[config.mk]
export PLATFORM = sky130hd
export DESIGN_NAME = dupRegs
export DESIGN_NICKNAME = d
export VERILOG_FILES = /design/src/hdl/dupPkg.sv /design/src/hdl/dupParCsr.sv /design/src/hdl/dupRxCsr.sv /design/src/hdl/dupTxCsr.sv /design/src/hdl/dupTxPath.sv /design/src/hdl/dupBusDecode.sv /design/src/hdl/dupRegs.sv
export SDC_FILE = /design/constraint.sdc
export NUM_CORES = 1
export LEC_CHECK = 0
export BUFFER_PORTS_ARGS = -buffer_cell sky130_fd_sc_hd__buf_2
export CAP_MARGIN = 40
export CORE_UTILIZATION = 47
export CTS_CLUSTER_DIAMETER = 80
export DETAILED_ROUTE_END_ITERATION = 8
export PLACE_DENSITY = 0.79
export RECOVER_POWER = 25
export SLEW_MARGIN = 20
export SYNTH_ARGS = -nofsm -noshare
export SYNTH_HDL_FRONTEND = slang
export SYNTH_SLANG_ARGS = --single-unit
[constraint.sdc]
create_clock -name clk -period 1.3 [get_ports clk]
set_input_delay 0.065 -clock clk [delete_from_list [all_inputs] [get_ports clk]]
set_output_delay 0.065 -clock clk [all_outputs]
set_load 0.02 [all_outputs]
[src/hdl/dupPkg.sv]
//////////////////////////////////////////////////////////////////////
// DUP11 register block shared definitions
// Host bus width, device register width, register select and
// transmit state encodings, and bit positions of RXCSR, TXCSR and
// PARCSR as fixed by the host architecture
//////////////////////////////////////////////////////////////////////

package dupPkg;

   // Host I/O bus data width
   localparam int dataWidth = 36;
   // Device register width
   localparam int regWidth  = 16;

   // Register selected by the 2-bit word offset
   typedef enum logic [1:0]
   {
      selRxCsr  = 2'd0,
      selRxDbuf = 2'd1,   // PARCSR on write
      selTxCsr  = 2'd2,
      selTxDbuf = 2'd3
   } dupRegSel;

   // Transmit path state
   typedef enum logic
   {
      txIdle = 1'b0,      // Buffer empty
      txFull = 1'b1       // Character offered to the line
   } txState;

   // RXCSR bits
   localparam int rxDoneBit  = 7;
   localparam int rxIeBit    = 6;
   localparam int rxEnBit    = 4;

   // TXCSR bits
   localparam int txDoneBit  = 7;
   localparam int txIeBit    = 6;
   localparam int sendBit    = 4;
   // Device reset, always reads as zero
   localparam int dresetBit  = 8;

   // PARCSR bits, sync character in 7..0
   localparam int decModeBit = 15;
   localparam int ssmBit     = 12;
   localparam int crcInhBit  = 9;

endpackage

[src/hdl/dupParCsr.sv]
//////////////////////////////////////////////////////////////////////
// DUP11 parameter register (PARCSR)
// Holds the sync character and the line mode bits, loaded per byte
//////////////////////////////////////////////////////////////////////

`timescale 1ns/1ps

module dupParCsr
(
   input  logic                         clk,
   input  logic                         rstN,
   input  logic                         dupInit,
   input  logic                         parWrite,
   input  logic                         busLoByte,
   input  logic                         busHiByte,
   input  logic [dupPkg::dataWidth-1:0] busData,
   output logic [15:0]                  regParCsr
);

   import dupPkg::*;

   logic       decMode;
   logic       secMode;
   logic       crcInh;
   logic [7:0] syncChar;

   // High byte mode bits
   always_ff @(posedge clk)
   begin
      if (!rstN || dupInit)
      begin
         decMode <= 1'b0;
         secMode <= 1'b0;
         crcInh  <= 1'b0;
      end
      else if (parWrite && busHiByte)
      begin
         decMode <= busData[decModeBit];
         secMode <= busData[ssmBit];
         crcInh  <= busData[crcInhBit];
      end
   end

   // Low byte sync character
   always_ff @(posedge clk)
   begin
      if (!rstN || dupInit)
         syncChar <= 8'h00;
      else if (parWrite && busLoByte)
         syncChar <= busData[7:0];
   end

   // Register image, reserved bits stay zero
   always_comb
   begin
      regParCsr             = '0;
      regParCsr[decModeBit] = decMode;
      regParCsr[ssmBit]     = secMode;
      regParCsr[crcInhBit]  = crcInh;
      regParCsr[7:0]        = syncChar;
   end

endmodule

[src/hdl/dupRxCsr.sv]
//////////////////////////////////////////////////////////////////////
// DUP11 receiver status (RXCSR) and data buffer (RXDBUF)
// Accepts characters on the line-side valid/ready handshake and
// holds one until the host reads RXDBUF
//////////////////////////////////////////////////////////////////////

`timescale 1ns/1ps

module dupRxCsr
(
   input  logic                         clk,
   input  logic                         rstN,
   input  logic                         dupInit,
   input  logic                         rxCsrWrite,
   input  logic                         rxDbufRead,
   input  logic                         busLoByte,
   input  logic [dupPkg::dataWidth-1:0] busData,
   input  logic                         rxValid,
   input  logic [7:0]                   rxChar,
   output logic                         rxReady,
   output logic [15:0]                  regRxCsr,
   output logic [15:0]                  regRxDbuf,
   output logic                         rxIntr
);

   import dupPkg::*;

   logic       rxEn;
   logic       rxIe;
   logic       rxDone;
   logic [7:0] rxBuf;
   logic       rxXfer;

   ////////////////////////////////////////////////////////////////////
   // Line-side handshake
   ////////////////////////////////////////////////////////////////////

   // Always ready when disabled, characters just fall on the floor
   assign rxReady = !rxEn || !rxDone;
   assign rxXfer  = rxValid && rxReady;

   // Enables written through the low byte only
   always_ff @(posedge clk)
   begin
      if (!rstN || dupInit)
      begin
         rxEn <= 1'b0;
         rxIe <= 1'b0;
      end
      else if (rxCsrWrite && busLoByte)
      begin
         rxEn <= busData[rxEnBit];
         rxIe <= busData[rxIeBit];
      end
   end

   // Capture and done flag
   always_ff @(posedge clk)
   begin
      if (!rstN || dupInit)
      begin
         rxDone <= 1'b0;
         rxBuf  <= 8'h00;
      end
      else if (rxXfer && rxEn)
      begin
         rxDone <= 1'b1;
         rxBuf  <= rxChar;
      end
      else if (rxDbufRead)
         rxDone <= 1'b0;
   end

   // Register images
   always_comb
   begin
      regRxCsr            = '0;
      regRxCsr[rxDoneBit] = rxDone;
      regRxCsr[rxIeBit]   = rxIe;
      regRxCsr[rxEnBit]   = rxEn;
   end

   assign regRxDbuf = {8'h00, rxBuf};

   // Interrupt request, no added delay
   assign rxIntr = rxDone && rxIe;

   // Held character is never overwritten before the host reads it
   rxHoldCheck: assert property (@(posedge clk) disable iff (!rstN)
      rxDone && rxEn && !dupInit |=> $stable(rxBuf));

endmodule

[src/hdl/dupTxCsr.sv]
//////////////////////////////////////////////////////////////////////
// DUP11 transmitter status register (TXCSR)
// Send and interrupt enables, transmit done flag and the one-cycle
// device initialize pulse
//////////////////////////////////////////////////////////////////////

`timescale 1ns/1ps

module dupTxCsr
(
   input  logic                         clk,
   input  logic                         rstN,
   input  logic                         busInit,
   input  logic                         txCsrWrite,
   input  logic                         busLoByte,
   input  logic [dupPkg::dataWidth-1:0] busData,
   input  logic                         txSent,
   input  logic                         txDbufLoad,
   output logic                         dupInit,
   output logic                         sendEn,
   output logic [15:0]                  regTxCsr,
   output logic                         txIntr
);

   import dupPkg::*;

   logic txIe;
   logic txDone;
   logic resetReq;

   // Device reset taken on writes that carry the low byte lane
   assign resetReq = txCsrWrite && busLoByte && busData[dresetBit];

   // Init pulse, a request during the pulse is not stretched
   always_ff @(posedge clk)
   begin
      if (!rstN)
         dupInit <= 1'b0;
      else
         dupInit <= busInit || (resetReq && !dupInit);
   end

   // Enables
   always_ff @(posedge clk)
   begin
      if (!rstN || dupInit)
      begin
         sendEn <= 1'b0;
         txIe   <= 1'b0;
      end
      else if (txCsrWrite && busLoByte)
      begin
         sendEn <= busData[sendBit];
         txIe   <= busData[txIeBit];
      end
   end

   // Done flag, set out of reset as the buffer starts empty
   always_ff @(posedge clk)
   begin
      if (!rstN || dupInit)
         txDone <= 1'b1;
      else if (txDbufLoad)
         txDone <= 1'b0;
      else if (txSent)
         txDone <= 1'b1;
   end

   // Register image, dreset reads back as zero
   always_comb
   begin
      regTxCsr            = '0;
      regTxCsr[txDoneBit] = txDone;
      regTxCsr[txIeBit]   = txIe;
      regTxCsr[sendBit]   = sendEn;
   end

   assign txIntr = txDone && txIe;

   // Pulse is single cycle unless the host holds busInit
   initPulseCheck: assert property (@(posedge clk) disable iff (!rstN)
      dupInit && !busInit |=> !dupInit);

endmodule

[src/hdl/dupTxPath.sv]
//////////////////////////////////////////////////////////////////////
// DUP11 transmit data buffer (TXDBUF)
// One-character buffer offered to the line on a valid/ready
// handshake while send is enabled
//////////////////////////////////////////////////////////////////////

`timescale 1ns/1ps

module dupTxPath
(
   input  logic                         clk,
   input  logic                         rstN,
   input  logic                         dupInit,
   input  logic                         txDbufWrite,
   input  logic                         busLoByte,
   input  logic [dupPkg::dataWidth-1:0] busData,
   input  logic                         sendEn,
   output logic                         txValid,
   output logic [7:0]                   txChar,
   output logic                         txSent,
   output logic [15:0]                  regTxDbuf,
   input  logic                         txReady
);

   import dupPkg::*;

   txState state;

   // Offer only while full and send enabled
   assign txValid = (state == txFull) && sendEn;
   assign txSent  = txValid && txReady;

   // FSM, a host write wins over a same-cycle transfer
   always_ff @(posedge clk)
   begin
      if (!rstN || dupInit)
         state <= txIdle;
      else if (txDbufWrite)
         state <= txFull;
      else if (txSent)
         state <= txIdle;
   end

   // Character loaded from the low byte
   always_ff @(posedge clk)
   begin
      if (!rstN || dupInit)
         txChar <= 8'h00;
      else if (txDbufWrite && busLoByte)
         txChar <= busData[7:0];
   end

   assign regTxDbuf = {8'h00, txChar};

   // Offered character holds through line stalls
   txHoldCheck: assert property (@(posedge clk) disable iff (!rstN)
      txValid && !txReady && !txDbufWrite && !dupInit |=> $stable(txChar));

endmodule

[src/hdl/dupBusDecode.sv]
//////////////////////////////////////////////////////////////////////
// DUP11 host bus decode
// Word offset to register strobes, registered read data
//////////////////////////////////////////////////////////////////////

`timescale 1ns/1ps

module dupBusDecode
(
   input  logic                        clk,
   input  logic                        rstN,
   input  logic [1:0]                  busAddr,
   input  logic                        busWrite,
   input  logic                        busRead,
   input  logic [15:0]                 regRxCsr,
   input  logic [15:0]                 regRxDbuf,
   input  logic [15:0]                 regTxCsr,
   input  logic [15:0]                 regTxDbuf,
   output logic                        parWrite,
   output logic                        rxCsrWrite,
   output logic                        txCsrWrite,
   output logic                        txDbufWrite,
   output logic                        rxDbufRead,
   output logic [dupPkg::regWidth-1:0] rdData,
   output logic                        rdValid
);

   import dupPkg::*;

   dupRegSel             regSel;
   logic [regWidth-1:0]  rdMux;

   assign regSel = dupRegSel'(busAddr);

   ////////////////////////////////////////////////////////////////////
   // Strobes
   ////////////////////////////////////////////////////////////////////

   // Offset 1 is PARCSR on write, RXDBUF on read
   assign rxCsrWrite  = busWrite && (regSel == selRxCsr);
   assign parWrite    = busWrite && (regSel == selRxDbuf);
   assign txCsrWrite  = busWrite && (regSel == selTxCsr);
   assign txDbufWrite = busWrite && (regSel == selTxDbuf);
   assign rxDbufRead  = busRead  && (regSel == selRxDbuf);

   ////////////////////////////////////////////////////////////////////
   // Read path
   ////////////////////////////////////////////////////////////////////

   always_comb
   begin
      case (regSel)
         selRxCsr:  rdMux = regRxCsr;
         selRxDbuf: rdMux = regRxDbuf;
         selTxCsr:  rdMux = regTxCsr;
         default:   rdMux = regTxDbuf;
      endcase
   end

   // Value as seen at the strobe edge
   always_ff @(posedge clk)
   begin
      if (busRead)
         rdData <= rdMux;
   end

   always_ff @(posedge clk)
   begin
      if (!rstN)
         rdValid <= 1'b0;
      else
         rdValid <= busRead;
   end

   // Host issues one access per cycle
   busExclCheck: assert property (@(posedge clk) disable iff (!rstN)
      !(busRead && busWrite));

endmodule

[src/hdl/dupRegs.sv]
//////////////////////////////////////////////////////////////////////
// DUP11 register block top level
// Connects the host bus decode, the four device registers and the
// line-side receive and transmit handshakes
//////////////////////////////////////////////////////////////////////

`timescale 1ns/1ps

module dupRegs
(
   input  logic                         clk,
   input  logic                         rstN,
   // Host bus
   input  logic [1:0]                   busAddr,
   input  logic                         busWrite,
   input  logic                         busRead,
   input  logic                         busLoByte,
   input  logic                         busHiByte,
   input  logic [dupPkg::dataWidth-1:0] busData,
   input  logic                         busInit,
   output logic [dupPkg::regWidth-1:0]  rdData,
   output logic                         rdValid,
   // Interrupt requests
   output logic                         rxIntr,
   output logic                         txIntr,
   // Line side receive
   input  logic                         rxValid,
   input  logic [7:0]                   rxChar,
   output logic                         rxReady,
   // Line side transmit
   output logic                         txValid,
   output logic [7:0]                   txChar,
   input  logic                         txReady,
   // Line settings from PARCSR
   output logic [7:0]                   lineSync,
   output logic                         crcInhibit,
   output logic                         secMode,
   output logic                         decMode
);

   import dupPkg::*;

   logic        parWrite;
   logic        rxCsrWrite;
   logic        txCsrWrite;
   logic        txDbufWrite;
   logic        rxDbufRead;
   logic        dupInit;
   logic        sendEn;
   logic        txSent;
   logic [15:0] regParCsr;
   logic [15:0] regRxCsr;
   logic [15:0] regRxDbuf;
   logic [15:0] regTxCsr;
   logic [15:0] regTxDbuf;

   ////////////////////////////////////////////////////////////////////
   // Bus decode
   ////////////////////////////////////////////////////////////////////

   dupBusDecode busDecode
   (
      .clk         (clk),
      .rstN        (rstN),
      .busAddr     (busAddr),
      .busWrite    (busWrite),
      .busRead     (busRead),
      .regRxCsr    (regRxCsr),
      .regRxDbuf   (regRxDbuf),
      .regTxCsr    (regTxCsr),
      .regTxDbuf   (regTxDbuf),
      .parWrite    (parWrite),
      .rxCsrWrite  (rxCsrWrite),
      .txCsrWrite  (txCsrWrite),
      .txDbufWrite (txDbufWrite),
      .rxDbufRead  (rxDbufRead),
      .rdData      (rdData),
      .rdValid     (rdValid)
   );

   ////////////////////////////////////////////////////////////////////
   // Device registers
   ////////////////////////////////////////////////////////////////////

   dupParCsr parCsr
   (
      .clk       (clk),
      .rstN      (rstN),
      .dupInit   (dupInit),
      .parWrite  (parWrite),
      .busLoByte (busLoByte),
      .busHiByte (busHiByte),
      .busData   (busData),
      .regParCsr (regParCsr)
   );

   // Line settings
   assign lineSync   = regParCsr[7:0];
   assign crcInhibit = regParCsr[crcInhBit];
   assign secMode    = regParCsr[ssmBit];
   assign decMode    = regParCsr[decModeBit];

   dupRxCsr rxCsr
   (
      .clk        (clk),
      .rstN       (rstN),
      .dupInit    (dupInit),
      .rxCsrWrite (rxCsrWrite),
      .rxDbufRead (rxDbufRead),
      .busLoByte  (busLoByte),
      .busData    (busData),
      .rxValid    (rxValid),
      .rxChar     (rxChar),
      .rxReady    (rxReady),
      .regRxCsr   (regRxCsr),
      .regRxDbuf  (regRxDbuf),
      .rxIntr     (rxIntr)
   );

   // Buffer load also clears transmit done
   dupTxCsr txCsr
   (
      .clk        (clk),
      .rstN       (rstN),
      .busInit    (busInit),
      .txCsrWrite (txCsrWrite),
      .busLoByte  (busLoByte),
      .busData    (busData),
      .txSent     (txSent),
      .txDbufLoad (txDbufWrite),
      .dupInit    (dupInit),
      .sendEn     (sendEn),
      .regTxCsr   (regTxCsr),
      .txIntr     (txIntr)
   );

   dupTxPath txPath
   (
      .clk         (clk),
      .rstN        (rstN),
      .dupInit     (dupInit),
      .txDbufWrite (txDbufWrite),
      .busLoByte   (busLoByte),
      .busData     (busData),
      .sendEn      (sendEn),
      .txValid     (txValid),
      .txChar      (txChar),
      .txSent      (txSent),
      .regTxDbuf   (regTxDbuf),
      .txReady     (txReady)
   );

endmodule

==> impl_metrics.json, run 1 <==
{
  "status": "complete, but fails checks",
  "violations": "design-rule violations",
  "worstSetupPathType": "register to register",
  "slew_viol_final": 0,
  "synth_area_leader_cell": "dfxtp_1",
  "hold_end": "txCsr.dupInit$_SDFF_PN0_",
  "ys_seq_area_share_pct": 43.56,
  "grt_usage_pct": 19.50,
  "p_leak_nw": 1.176,
  "synthFlopType": "dfxtp_1",
  "finalSetupViolCount": 0,
  "r2r_end": "busDecode.rdData[4]$_DFFE_PP_",
  "synthTopCellsByArea": "dfxtp_1, nand3b_1, mux2i_1, edfxtp_1, mux4_1",
  "post_drt_wl_per_cell_um": 14.52,
  "yosysWarningCount": 0,
  "viasPerCell": 5.199,
  "grt_overflow": 0,
  "rows": 24,
  "cp-start-kind": "register",
  "r2r-start": "rxCsr.rxEn$_SDFFE_PP0P_",
  "fin_area_mm2": 0.002626,
  "cts_tree": "yes",
  "hold_viol_final": 0,
  "die_w_um": 70.51,
  "async_flop_share_pct": 0,
  "antenna_found_initial": 0,
  "grt_first_pass_wirelength_mm": 7.479,
  "cp.arrival_ns": 1.16,
  "placed_cell_area_mm2": 0.002534,
  "die_y_um": 70.51,
  "core_mm2": 0.004444,
  "powerDensity_mw_per_mm2": 1003,
  "timing.fmax_mhz": 895.9,
  "syn_area_mm2": 0.002206,
  "ant_nets": 0,
  "wirelength_mm": 4.457,
  "cp_max_fo": 4,
  "num_antenna_cells": 0,
  "root_buffer": "clkbuf_8",
  "max_slew.worst_pin.slew_ns": 0.5491,
  "grt_pass1_vias": 1481,
  "clk_latency_ns": 0.30,
  "routabilityCongestion": 0.7914,
  "reg2reg_depth": 1,
  "yosysMostFrequentCell": "nand3b_1",
  "netlist_instances": 190,
  "rsz0062_at_grt": "no",
  "yosysTopAreaCellShare_pct": 32.67,
  "path_clk_slew_ns": 0.08,
  "ys_ff_latch": 44,
  "drive_gt1_share_pct": 31.37,
  "io_pins": 95,
  "min_from": "busData[8]",
  "end_kind": "register",
  "fp.dieArea_mm2": 0.004971,
  "grt_max_degree": 28,
  "max-slew-margin-rel_pct": 63.40,
  "drt_pass1_iterations": 6,
  "synthToLayoutAreaGrowth_pct": 19.06,
  "drc_errors": 10,
  "regToRegSetupSlack_ns": 0.18,
  "cts_max_level": 2,
  "initial_utilization_pct": 49.63,
  "nNetsFinal": 309,
  "cp.depth": 1,
  "num_vias": 1596,
  "cts_buffers": 5,
  "finalCritPeriodShare_pct": 85.86,
  "period_minus_slack_ns": 1.116,
  "slowest_delay_ns": 0.51,
  "min_path_type": "input port to register",
  "clock_path_buffers": 2,
  "path_cells": "mux4_1",
  "fin_worst_skew_ns": 0.004117,
  "cts_sinks": 44,
  "maxCapViolCount": 0,
  "synth_commonest_cells": "nand3b_1, dfxtp_1, mux2i_1",
  "io_buffer_count": 62,
  "fin_setup_tns_ns": 0,
  "synth-edff-count": 8,
  "critical_path_buf_inv_count": 0,
  "synth_cell_type_count": 29,
  "syn_avg_cell_area_um2": 11.61,
  "drtIter0Drc": 57,
  "utilization_pct": 59.09,
  "peakVddDrop_mv": 0.5486,
  "cp_slowest_cell": "mux4_1",
  "place_hpwl_mm": 3.255,
  "hold_depth": 3,
  "critPathTopFamily": "multiplexers",
  "cp.required_ns": 1.34
}
==> final cells by class <==
type                            count  area, um2
Fill cell                         387       1818
Clock buffer                        8      90.09
Tap cell                           52      65.06
Timing Repair Buffer               76      421.7
Multi-Input combinational cell    125       1080
Sequential cell                    44      962.2
Inverter                            2      7.507
==> cells in the final DEF (no fill, tap or decap), types with 3 or more instances in the layout <==
| cell | n |
|---|---|
| clkbuf_1 | 9 |
| edfxtp_1 | 8 |
| dfxtp_1 | 35 |
| and2_1 | 4 |
| conb_1 | 8 |
| buf_4 | 12 |
| mux2i_1 | 36 |
| buf_2 | 54 |
| clkbuf_8 | 6 |
| nand3b_1 | 51 |
| mux4_1 | 3 |
| nor2b_1 | 6 |
==> timing repair <==
item / 4_1_cts / 5_1_grt
resized for setup: 0 / 1
setup buffers: 0 / 0
endpoints found under the hold margin: 1 / 0
hold buffers: 1 / 0
setup endpoints to repair: 0 / 1
==> worst max path at each step <==
stage / to / slack (ns) / start
6_report: busDecode.rdData[4]$_DFFE_PP_ / 0.18 / rxCsr.rxEn$_SDFFE_PP0P_
5_1_grt: rxCsr.rxIe$_SDFFE_PP0P_ / 0.14 / txCsr.dupInit$_SDFF_PN0_
4_1_cts: txPath.txChar[6]$_SDFFE_PP0P_ / 0.08 / txCsr.dupInit$_SDFF_PN0_
3_5_place_dp: txPath.txChar[6]$_SDFFE_PP0P_ / 0.08 / txCsr.dupInit$_SDFF_PN0_
3_3_place_gp: rxCsr.rxIe$_SDFFE_PP0P_ / 0.14 / txCsr.dupInit$_SDFF_PN0_
2_1_floorplan: busDecode.rdData[4]$_DFFE_PP_ / 0.20 / txPath.txChar[4]$_SDFFE_PP0P_
==> flip-flops by register name, summed over array words and instances (netlist names) <==
signal and cells:
txCsr.sendEn 1, parCsr.syncChar 8, txCsr.txIe 1, parCsr.crcInh 1
rxCsr.rxIe 1, txPath.state 1, rxCsr.rxDone 1, txPath.txChar 8
parCsr.decMode 1, rxCsr.rxBuf 8, txCsr.txDone 1, txCsr.dupInit 1
parCsr.secMode 1, busDecode.rdValid 1, busDecode.rdData 8, rxCsr.rxEn 1
==> power by group <==
| group | switching [mW] | internal (mW) | total, mW | leakage [nW] |
|---|---|---|---|---|
| Combinational | 0.178 | 0.149 | 0.326 | 0.756 |
| Sequential | 0.0171 | 1.41 | 1.43 | 0.374 |
| Clock | 0.445 | 0.434 | 0.879 | 0.0455 |
==> cell families (layout without fill, tap and decap cells) <==
family,count (synthesis),after routing,synth area share [%]
compound gates,6,6,2.326
other cells,1,8,0.1700
buf+inv,28,86,8.678
flops,44,44,43.56
mux,39,39,19.91
simple gates,72,72,25.35
==> per-stage QoR <==
step | worst slack, ns | power [mW] | hold WS (ns) | cells
after global routing | 0.1418 | 2.762 | 0.02056 | 307
after floorplan | 0.1970 | 1.688 | 0.1775 | 197
final | 0.1838 | 2.635 | 0.01843 | 307
after CTS | 0.07766 | 2.664 | 0.01541 | 307
after global placement | 0.1399 | 1.783 | 0.2764 | 298
after detailed placement | 0.08451 | 1.789 | 0.2739 | 298
==> metal layers <==
layer  global-route usage [%]  share of wire (%)  up-vias
met2                    30.31                 46       49
met4                    6.122                1.2        0
met3                    5.195                5.4        5
li1                         -                  -      803
met1                    26.53                 47      739
met5                        0                  0        -
Power figures use the tool's default switching activity.
==> run 2, diff against run 1 <==
ABC_AREA = 1   (was not set)
CORE_UTILIZATION = 45   (was 47)
==> run 2 against run 1 <==
The flow now finishes without violations. Final area fell by 11%. Sequential power barely moved. Via count rose by 7.2%. Sequential share of layout area rose by 4.3 points. Core utilization fell by 1.2 points. Worst setup slack improved by 0.0071 ns. Power fell by 3.1%. Synthesized cell count rose by 44%. Cell count rose by 28%. Clock skew rose by 0.0072 ns. Die area fell by 8.7%. Critical path type unchanged.
==> impl_metrics.json, run 2 <==
{
  "path_clk_slew_ns": 0.08,
  "max_slew.worst_pin.slew_ns": 0.5597,
  "fp.dieArea_mm2": 0.004539,
  "cp-start-kind": "register",
  "min_path_type": "input port to register",
  "regToRegSetupSlack_ns": 0.19,
  "yosysMostFrequentCell": "nand2_1",
  "cts_sinks": 44,
  "p_leak_nw": 1.209,
  "grt_usage_pct": 17.85,
  "synthFlopType": "dfxtp_1",
  "rsz0062_at_grt": "no",
  "yosysTopAreaCellShare_pct": 37.48,
  "post_cts_buffers": 0,
  "mostFrequentLayoutCell": "nand2_1",
  "root_buffer": "clkbuf_8",
  "io_buffer_count": 62,
  "ys_seq_area_share_pct": 49.97,
  "post_drt_wl_per_cell_um": 9.758,
  "num_vias": 1711,
  "synth_cell_type_count": 18,
  "cp_max_fo": 17,
  "drive_gt1_share_pct": 21.05,
  "grt_first_pass_wirelength_mm": 6.113,
  "drc_errors": 0,
  "end_kind": "register",
  "async_flop_share_pct": 0,
  "synthToLayoutAreaGrowth_pct": 22.12,
  "stdcell_count": 392,
  "r2r_end": "rxCsr.rxBuf[3]$_SDFFE_PP0P_",
  "io_pins": 95,
  "grt_max_degree": 22,
  "die_y_um": 67.37,
  "grt_overflow": 0,
  "yosysWarningCount": 0,
  "period_minus_slack_ns": 1.109,
  "slew_viol_final": 0,
  "synth_area_leader_cell": "dfxtp_1",
  "postCtsHoldBufs": 2,
  "drt_pass1_iterations": 4,
  "maxCapViolCount": 0,
  "hold_depth": 3,
  "viasPerCell": 4.365,
  "synth_commonest_cells": "nand2_1, nor2_1, dfxtp_1",
  "initial_utilization_pct": 47.39,
  "cts_buffers": 5,
  "synth-edff-count": 8,
  "dpl.cell_count": 381,
  "powerDensity_mw_per_mm2": 1087,
  "timing.fmax_mhz": 901.6,
  "cp.arrival_ns": 1.33,
  "hold_end": "rxCsr.rxBuf[2]$_SDFFE_PP0P_",
  "critPathTopFamily": "simple AND/OR/NAND/NOR gates",
  "clock_path_buffers": 2,
  "max-slew-margin-rel_pct": 62.69,
  "drtIter0Drc": 87,
  "cp_slowest_cell": "dfxtp_1",
  "die_w_um": 67.37,
  "cp.required_ns": 1.52,
  "min_from": "rxChar[2]",
  "worstSetupPathType": "register to register",
  "cts_tree": "yes",
  "finalSetupViolCount": 0,
  "peakVddDrop_mv": 0.7933,
  "grt_pass1_vias": 1459,
  "hold_viol_final": 0,
  "syn_avg_cell_area_um2": 7.019,
  "ant_nets": 0,
  "reg2reg_depth": 5,
  "cts_max_level": 2,
  "netlist_instances": 274,
  "slowest_delay_ns": 0.36,
  "core_mm2": 0.004058,
  "status": "complete, no violations",
  "holdWs_ns": 0.004594,
  "fill_cells": 413,
  "path_cells": "nand2_1 -> nand3_2 -> nand2_1 -> nand2_1 -> nor2_1",
  "cp_common_cell": "nand2_1",
  "r2r-start": "rxCsr.rxEn$_SDFFE_PP0P_",
  "place_hpwl_mm": 2.926,
  "syn_area_mm2": 0.001923,
  "clk_latency_ns": 0.29,
  "ys_ff_latch": 44,
  "num_antenna_cells": 0,
  "rows": 23,
  "critical_path_buf_inv_count": 0,
  "fin_setup_tns_ns": 0,
  "wirelength_mm": 3.825,
  "synthTopCellsByArea": "dfxtp_1, nand2_1, nor2_1, edfxtp_1, inv_1",
  "finalCritPeriodShare_pct": 85.32,
  "routabilityCongestion": 0.8227,
  "nNetsFinal": 396,
  "antenna_found_initial": 0,
  "fin_worst_skew_ns": 0.01136,
  "layout_common_cells": "nand2_1, nor2_1, buf_2, dfxtp_1, inv_1",
  "ctsResizeCount": 0
}
## run 2: cell type report
| type | instances | area, um2 | share of cell area, % |
|---|---|---|---|
| Clock inverter | 2 | 11.26 | 0.4795 |
| Multi-Input combinational cell | 189 | 764.5 | 32.55 |
| Timing Repair Buffer | 67 | 349.1 | 14.86 |
| Tap cell | 50 | 62.56 | 2.664 |
| Sequential cell | 44 | 960.9 | 40.92 |
| Clock buffer | 6 | 72.57 | 3.090 |
| Inverter | 34 | 127.6 | 5.434 |
## run 2: worst max path at each step
| stage | startpoint | to | slack, ns | depth (start not counted) |
|---|---|---|---|---|
| 2_1_floorplan | rxCsr.rxEn$_SDFFE_PP0P_ | rxCsr.rxBuf[7]$_SDFFE_PP0P_ | 0.16 | 6 |
| 3_3_place_gp | rxCsr.rxEn$_SDFFE_PP0P_ | rxCsr.rxBuf[0]$_SDFFE_PP0P_ | 0.23 | 4 |
| 3_5_place_dp | busAddr[1] | parCsr.syncChar[7]$_SDFFE_PP0P_ | 0.20 | 7 |
| 4_1_cts | rxCsr.rxEn$_SDFFE_PP0P_ | rxCsr.rxBuf[3]$_SDFFE_PP0P_ | 0.20 | 5 |
| 5_1_grt | rstN | parCsr.syncChar[7]$_SDFFE_PP0P_ | 0.09 | 7 |
| 6_report | rxCsr.rxEn$_SDFFE_PP0P_ | rxCsr.rxBuf[3]$_SDFFE_PP0P_ | 0.19 | 5 |
## run 2: worst min-delay path, stage by stage
cell    delay (ns)
buf_2         0.08
nor2_1        0.04
nor2_1        0.08
## run 2: per-layer routing
metal  global-route usage, %  wire [um]
met1                   22.31       1785
met2                   30.63       1807
met3                   2.703        174
met4                   6.915         58
met5                       0          0
## run 2: report_power, final
part	total [mW]	internal, mW	switching (mW)
clock network	0.812	0.373	0.439
logic	0.299	0.104	0.196
registers	1.44	1.42	0.0186
total	2.55	1.90	0.653
## run 2: cell families (layout without fill, tap and decap cells)
logic type	after synthesis	count (layout)	synth area share, %
simple gates	173	173	35.98
compound gates	8	8	2.082
buf+inv	48	109	11.78
other cells	1	8	0.1950
flops	44	44	49.97
## run 2: through the flow
stage | setup slack [ns] | cell area (um2) | util [%] | power, mW
final | 0.1909 | 2349 | 57.88 | 2.553
after global routing | 0.09372 | 2349 | 57.88 | 2.679
after CTS | 0.1996 | 2345 | 57.79 | 2.575
after detailed placement | 0.1960 | 2241 | 55.23 | 1.769
after global placement | 0.2343 | 2241 | 55.23 | 1.762
after floorplan | 0.1646 | 1949 | - | 1.676
==> run 3, diff against run 2 <==
PLACE_DENSITY = 0.85   (was 0.79)
==> run 3 against run 2 <==
Combinational power increased by 6%. Final area grew 3.9%. Register-to-register slack barely moved. Critical path depth shrank 1. Die area unchanged. First-iteration DRC count increased by 29%. Non-clock buffer count up 5. Sequential cell count did not move. Clock power increased by 28%. Wire length increased by 7.1%. Via count rose by 4.1%. Count of clock-buffer cells in the layout decreased by 1. Critical path type unchanged.
==> impl_metrics.json, run 3 (synthesized netlist as in run 2, its figures left out) <==
{
  "status": "complete, no violations",
  "critPathTopFamily": "simple AND/OR/NAND/NOR gates",
  "peakVddDrop_mv": 0.7032,
  "initial_utilization_pct": 47.39,
  "max_slew.worst_pin.slew_ns": 0.5444,
  "path_clk_slew_ns": 0.09,
  "power.internal_mw": 2.111,
  "cp_common_cell": "nor2_1",
  "hold_viol_final": 0,
  "min_path_type": "input port to register",
  "p_leak_nw": 1.249,
  "layout_common_cells": "nand2_1, nor2_1, buf_2, dfxtp_1, inv_1",
  "antenna_found_initial": 0,
  "fin_setup_tns_ns": 0,
  "worstSetupPathType": "register to register",
  "io_buffer_count": 62,
  "die_y_um": 67.37,
  "mostFrequentLayoutCell": "nand2_1",
  "switching_power_mw": 0.6887,
  "endpoint": "rxCsr.rxBuf[2]$_SDFFE_PP0P_",
  "switching_share_pct": 24.60,
  "clock_path_buffers": 2,
  "power.share.combinational_pct": 11.4,
  "num_antenna_cells": 0,
  "num_vias": 1782,
  "fp.dieArea_mm2": 0.004539,
  "cts_buffers": 5,
  "grt_first_pass_wirelength_mm": 6.520,
  "slew_viol_final": 0,
  "grt_pass1_vias": 1543,
  "place_hpwl_mm": 2.932,
  "power_mw": 2.799,
  "p_seq_share_pct": 51.5,
  "grt_usage_pct": 19.39,
  "core_mm2": 0.004058,
  "fin_worst_skew_ns": 0.008367,
  "reg2reg_depth": 4,
  "clk_latency_ns": 0.30,
  "rsz0062_at_grt": "no",
  "max-slew-margin-rel_pct": 63.71,
  "drt_pass1_iterations": 4,
  "drtIter0Drc": 112,
  "rows": 23,
  "viasPerCell": 4.489,
  "placed_cell_area_mm2": 0.002246,
  "cts_tree": "yes",
  "end_kind": "register",
  "maxCapViolCount": 0,
  "r2r-start": "rxCsr.rxEn$_SDFFE_PP0P_",
  "power_frac_clock_pct": 37.2,
  "fin_area_mm2": 0.002441,
  "drive_gt1_share_pct": 20.75,
  "post_drt_wl_per_cell_um": 10.32,
  "cp_max_fo": 17,
  "critical_path_buf_inv_count": 0,
  "routabilityCongestion": 0.8527,
  "cp_slowest_cell": "dfxtp_1",
  "period_minus_slack_ns": 1.097,
  "wirelength_mm": 4.098,
  "regToRegSetupSlack_ns": 0.20,
  "root_buffer": "clkbuf_8",
  "cp.required_ns": 1.50,
  "ctsResizeCount": 0,
  "cp.depth": 4,
  "slowest_delay_ns": 0.36,
  "cp-start-kind": "register",
  "timing.fmax_mhz": 911.5,
  "nNetsFinal": 401,
  "powerDensity_mw_per_mm2": 1147,
  "path_cells": "nand2_1 -> nand3_2 -> nor2_1 -> nor2_1",
  "drc_errors": 0,
  "worstSetupStartpoint": "rxCsr.rxEn$_SDFFE_PP0P_",
  "dpl.cell_count": 380,
  "cp.arrival_ns": 1.29,
  "finalSetupViolCount": 0,
  "finalCritPeriodShare_pct": 84.39,
  "io_pins": 95,
  "grt_max_degree": 34,
  "cts_max_level": 2,
  "grt_overflow": 0,
  "die_w_um": 67.37,
  "synthToLayoutAreaGrowth_pct": 26.94,
  "stdcell_count": 397,
  "ant_nets": 0,
  "r2r_end": "rxCsr.rxBuf[2]$_SDFFE_PP0P_",
  "cts_sinks": 44
}
[run 3: tightest hold or removal path: stages]
cell	delay, ns
buf_2	0.08
nor2_1	0.04
nor2_1	0.10
[run 3: repair_timing]
item,CTS,global route
hold buffers,9,0
endpoints found under the hold margin,9,0
buffers inserted,0,0
[run 3: through the flow]
step | hold WS [ns] | util [%] | worst slack, ns
after floorplan | 0.1585 | - | 0.1646
after global placement | 0.2662 | 55.35 | 0.2360
after detailed placement | 0.2752 | 55.35 | 0.1926
after CTS | 0.01000 | 60.31 | 0.1817
after global routing | 0.05461 | 60.16 | 0.08685
final | 0.01848 | 60.16 | 0.2029
[run 3: cell type report]
| cell class | instances | area [um2] |
|---|---|---|
| multi-input combinational | 189 | 764.5 |
| timing repair buffer | 72 | 414.1 |
| clock inverter | 3 | 42.54 |
| clock buffer | 5 | 68.82 |
| fill | 390 | 1617 |
| sequential | 44 | 960.9 |
| inverter | 34 | 127.6 |
| tap | 50 | 62.56 |
[run 3: worst min-delay path by stage]
| stage | startpoint | end | slack, ns | cells past startpoint |
|---|---|---|---|---|
| after global routing | rxChar[4] | rxCsr.rxBuf[4]$_SDFFE_PP0P_ | 0.05 | 3 |
| after CTS | rxChar[4] | rxCsr.rxBuf[4]$_SDFFE_PP0P_ | 0.01 | 3 |
| after detailed placement | rstN | busDecode.rdValid$_SDFF_PN0_ | 0.28 | 3 |
| after global placement | rstN | busDecode.rdValid$_SDFF_PN0_ | 0.27 | 3 |
| final | rxChar[4] | rxCsr.rxBuf[4]$_SDFFE_PP0P_ | 0.02 | 3 |
| after floorplan | busRead | busDecode.rdValid$_SDFF_PN0_ | 0.16 | 2 |
[run 3: per-layer routing]
metal,vias up,routed length [um],track usage (%)
met2,65,1927,31.00
li1,942,-,-
met1,768,1840,24.58
met5,-,0,0
met4,0,54,9.840
met3,7,276,4.054
[run 3: power by group through the flow]
stage | sequential (mW) | clock, mW | combinational, mW
6_report | 1.44 | 1.04 | 0.318
5_1_grt | 1.45 | 1.12 | 0.357
4_1_cts | 1.44 | 1.07 | 0.323
3_5_place_dp | 1.47 | 0 | 0.301
3_3_place_gp | 1.47 | 0 | 0.294
2_1_floorplan | 1.51 | 0 | 0.170
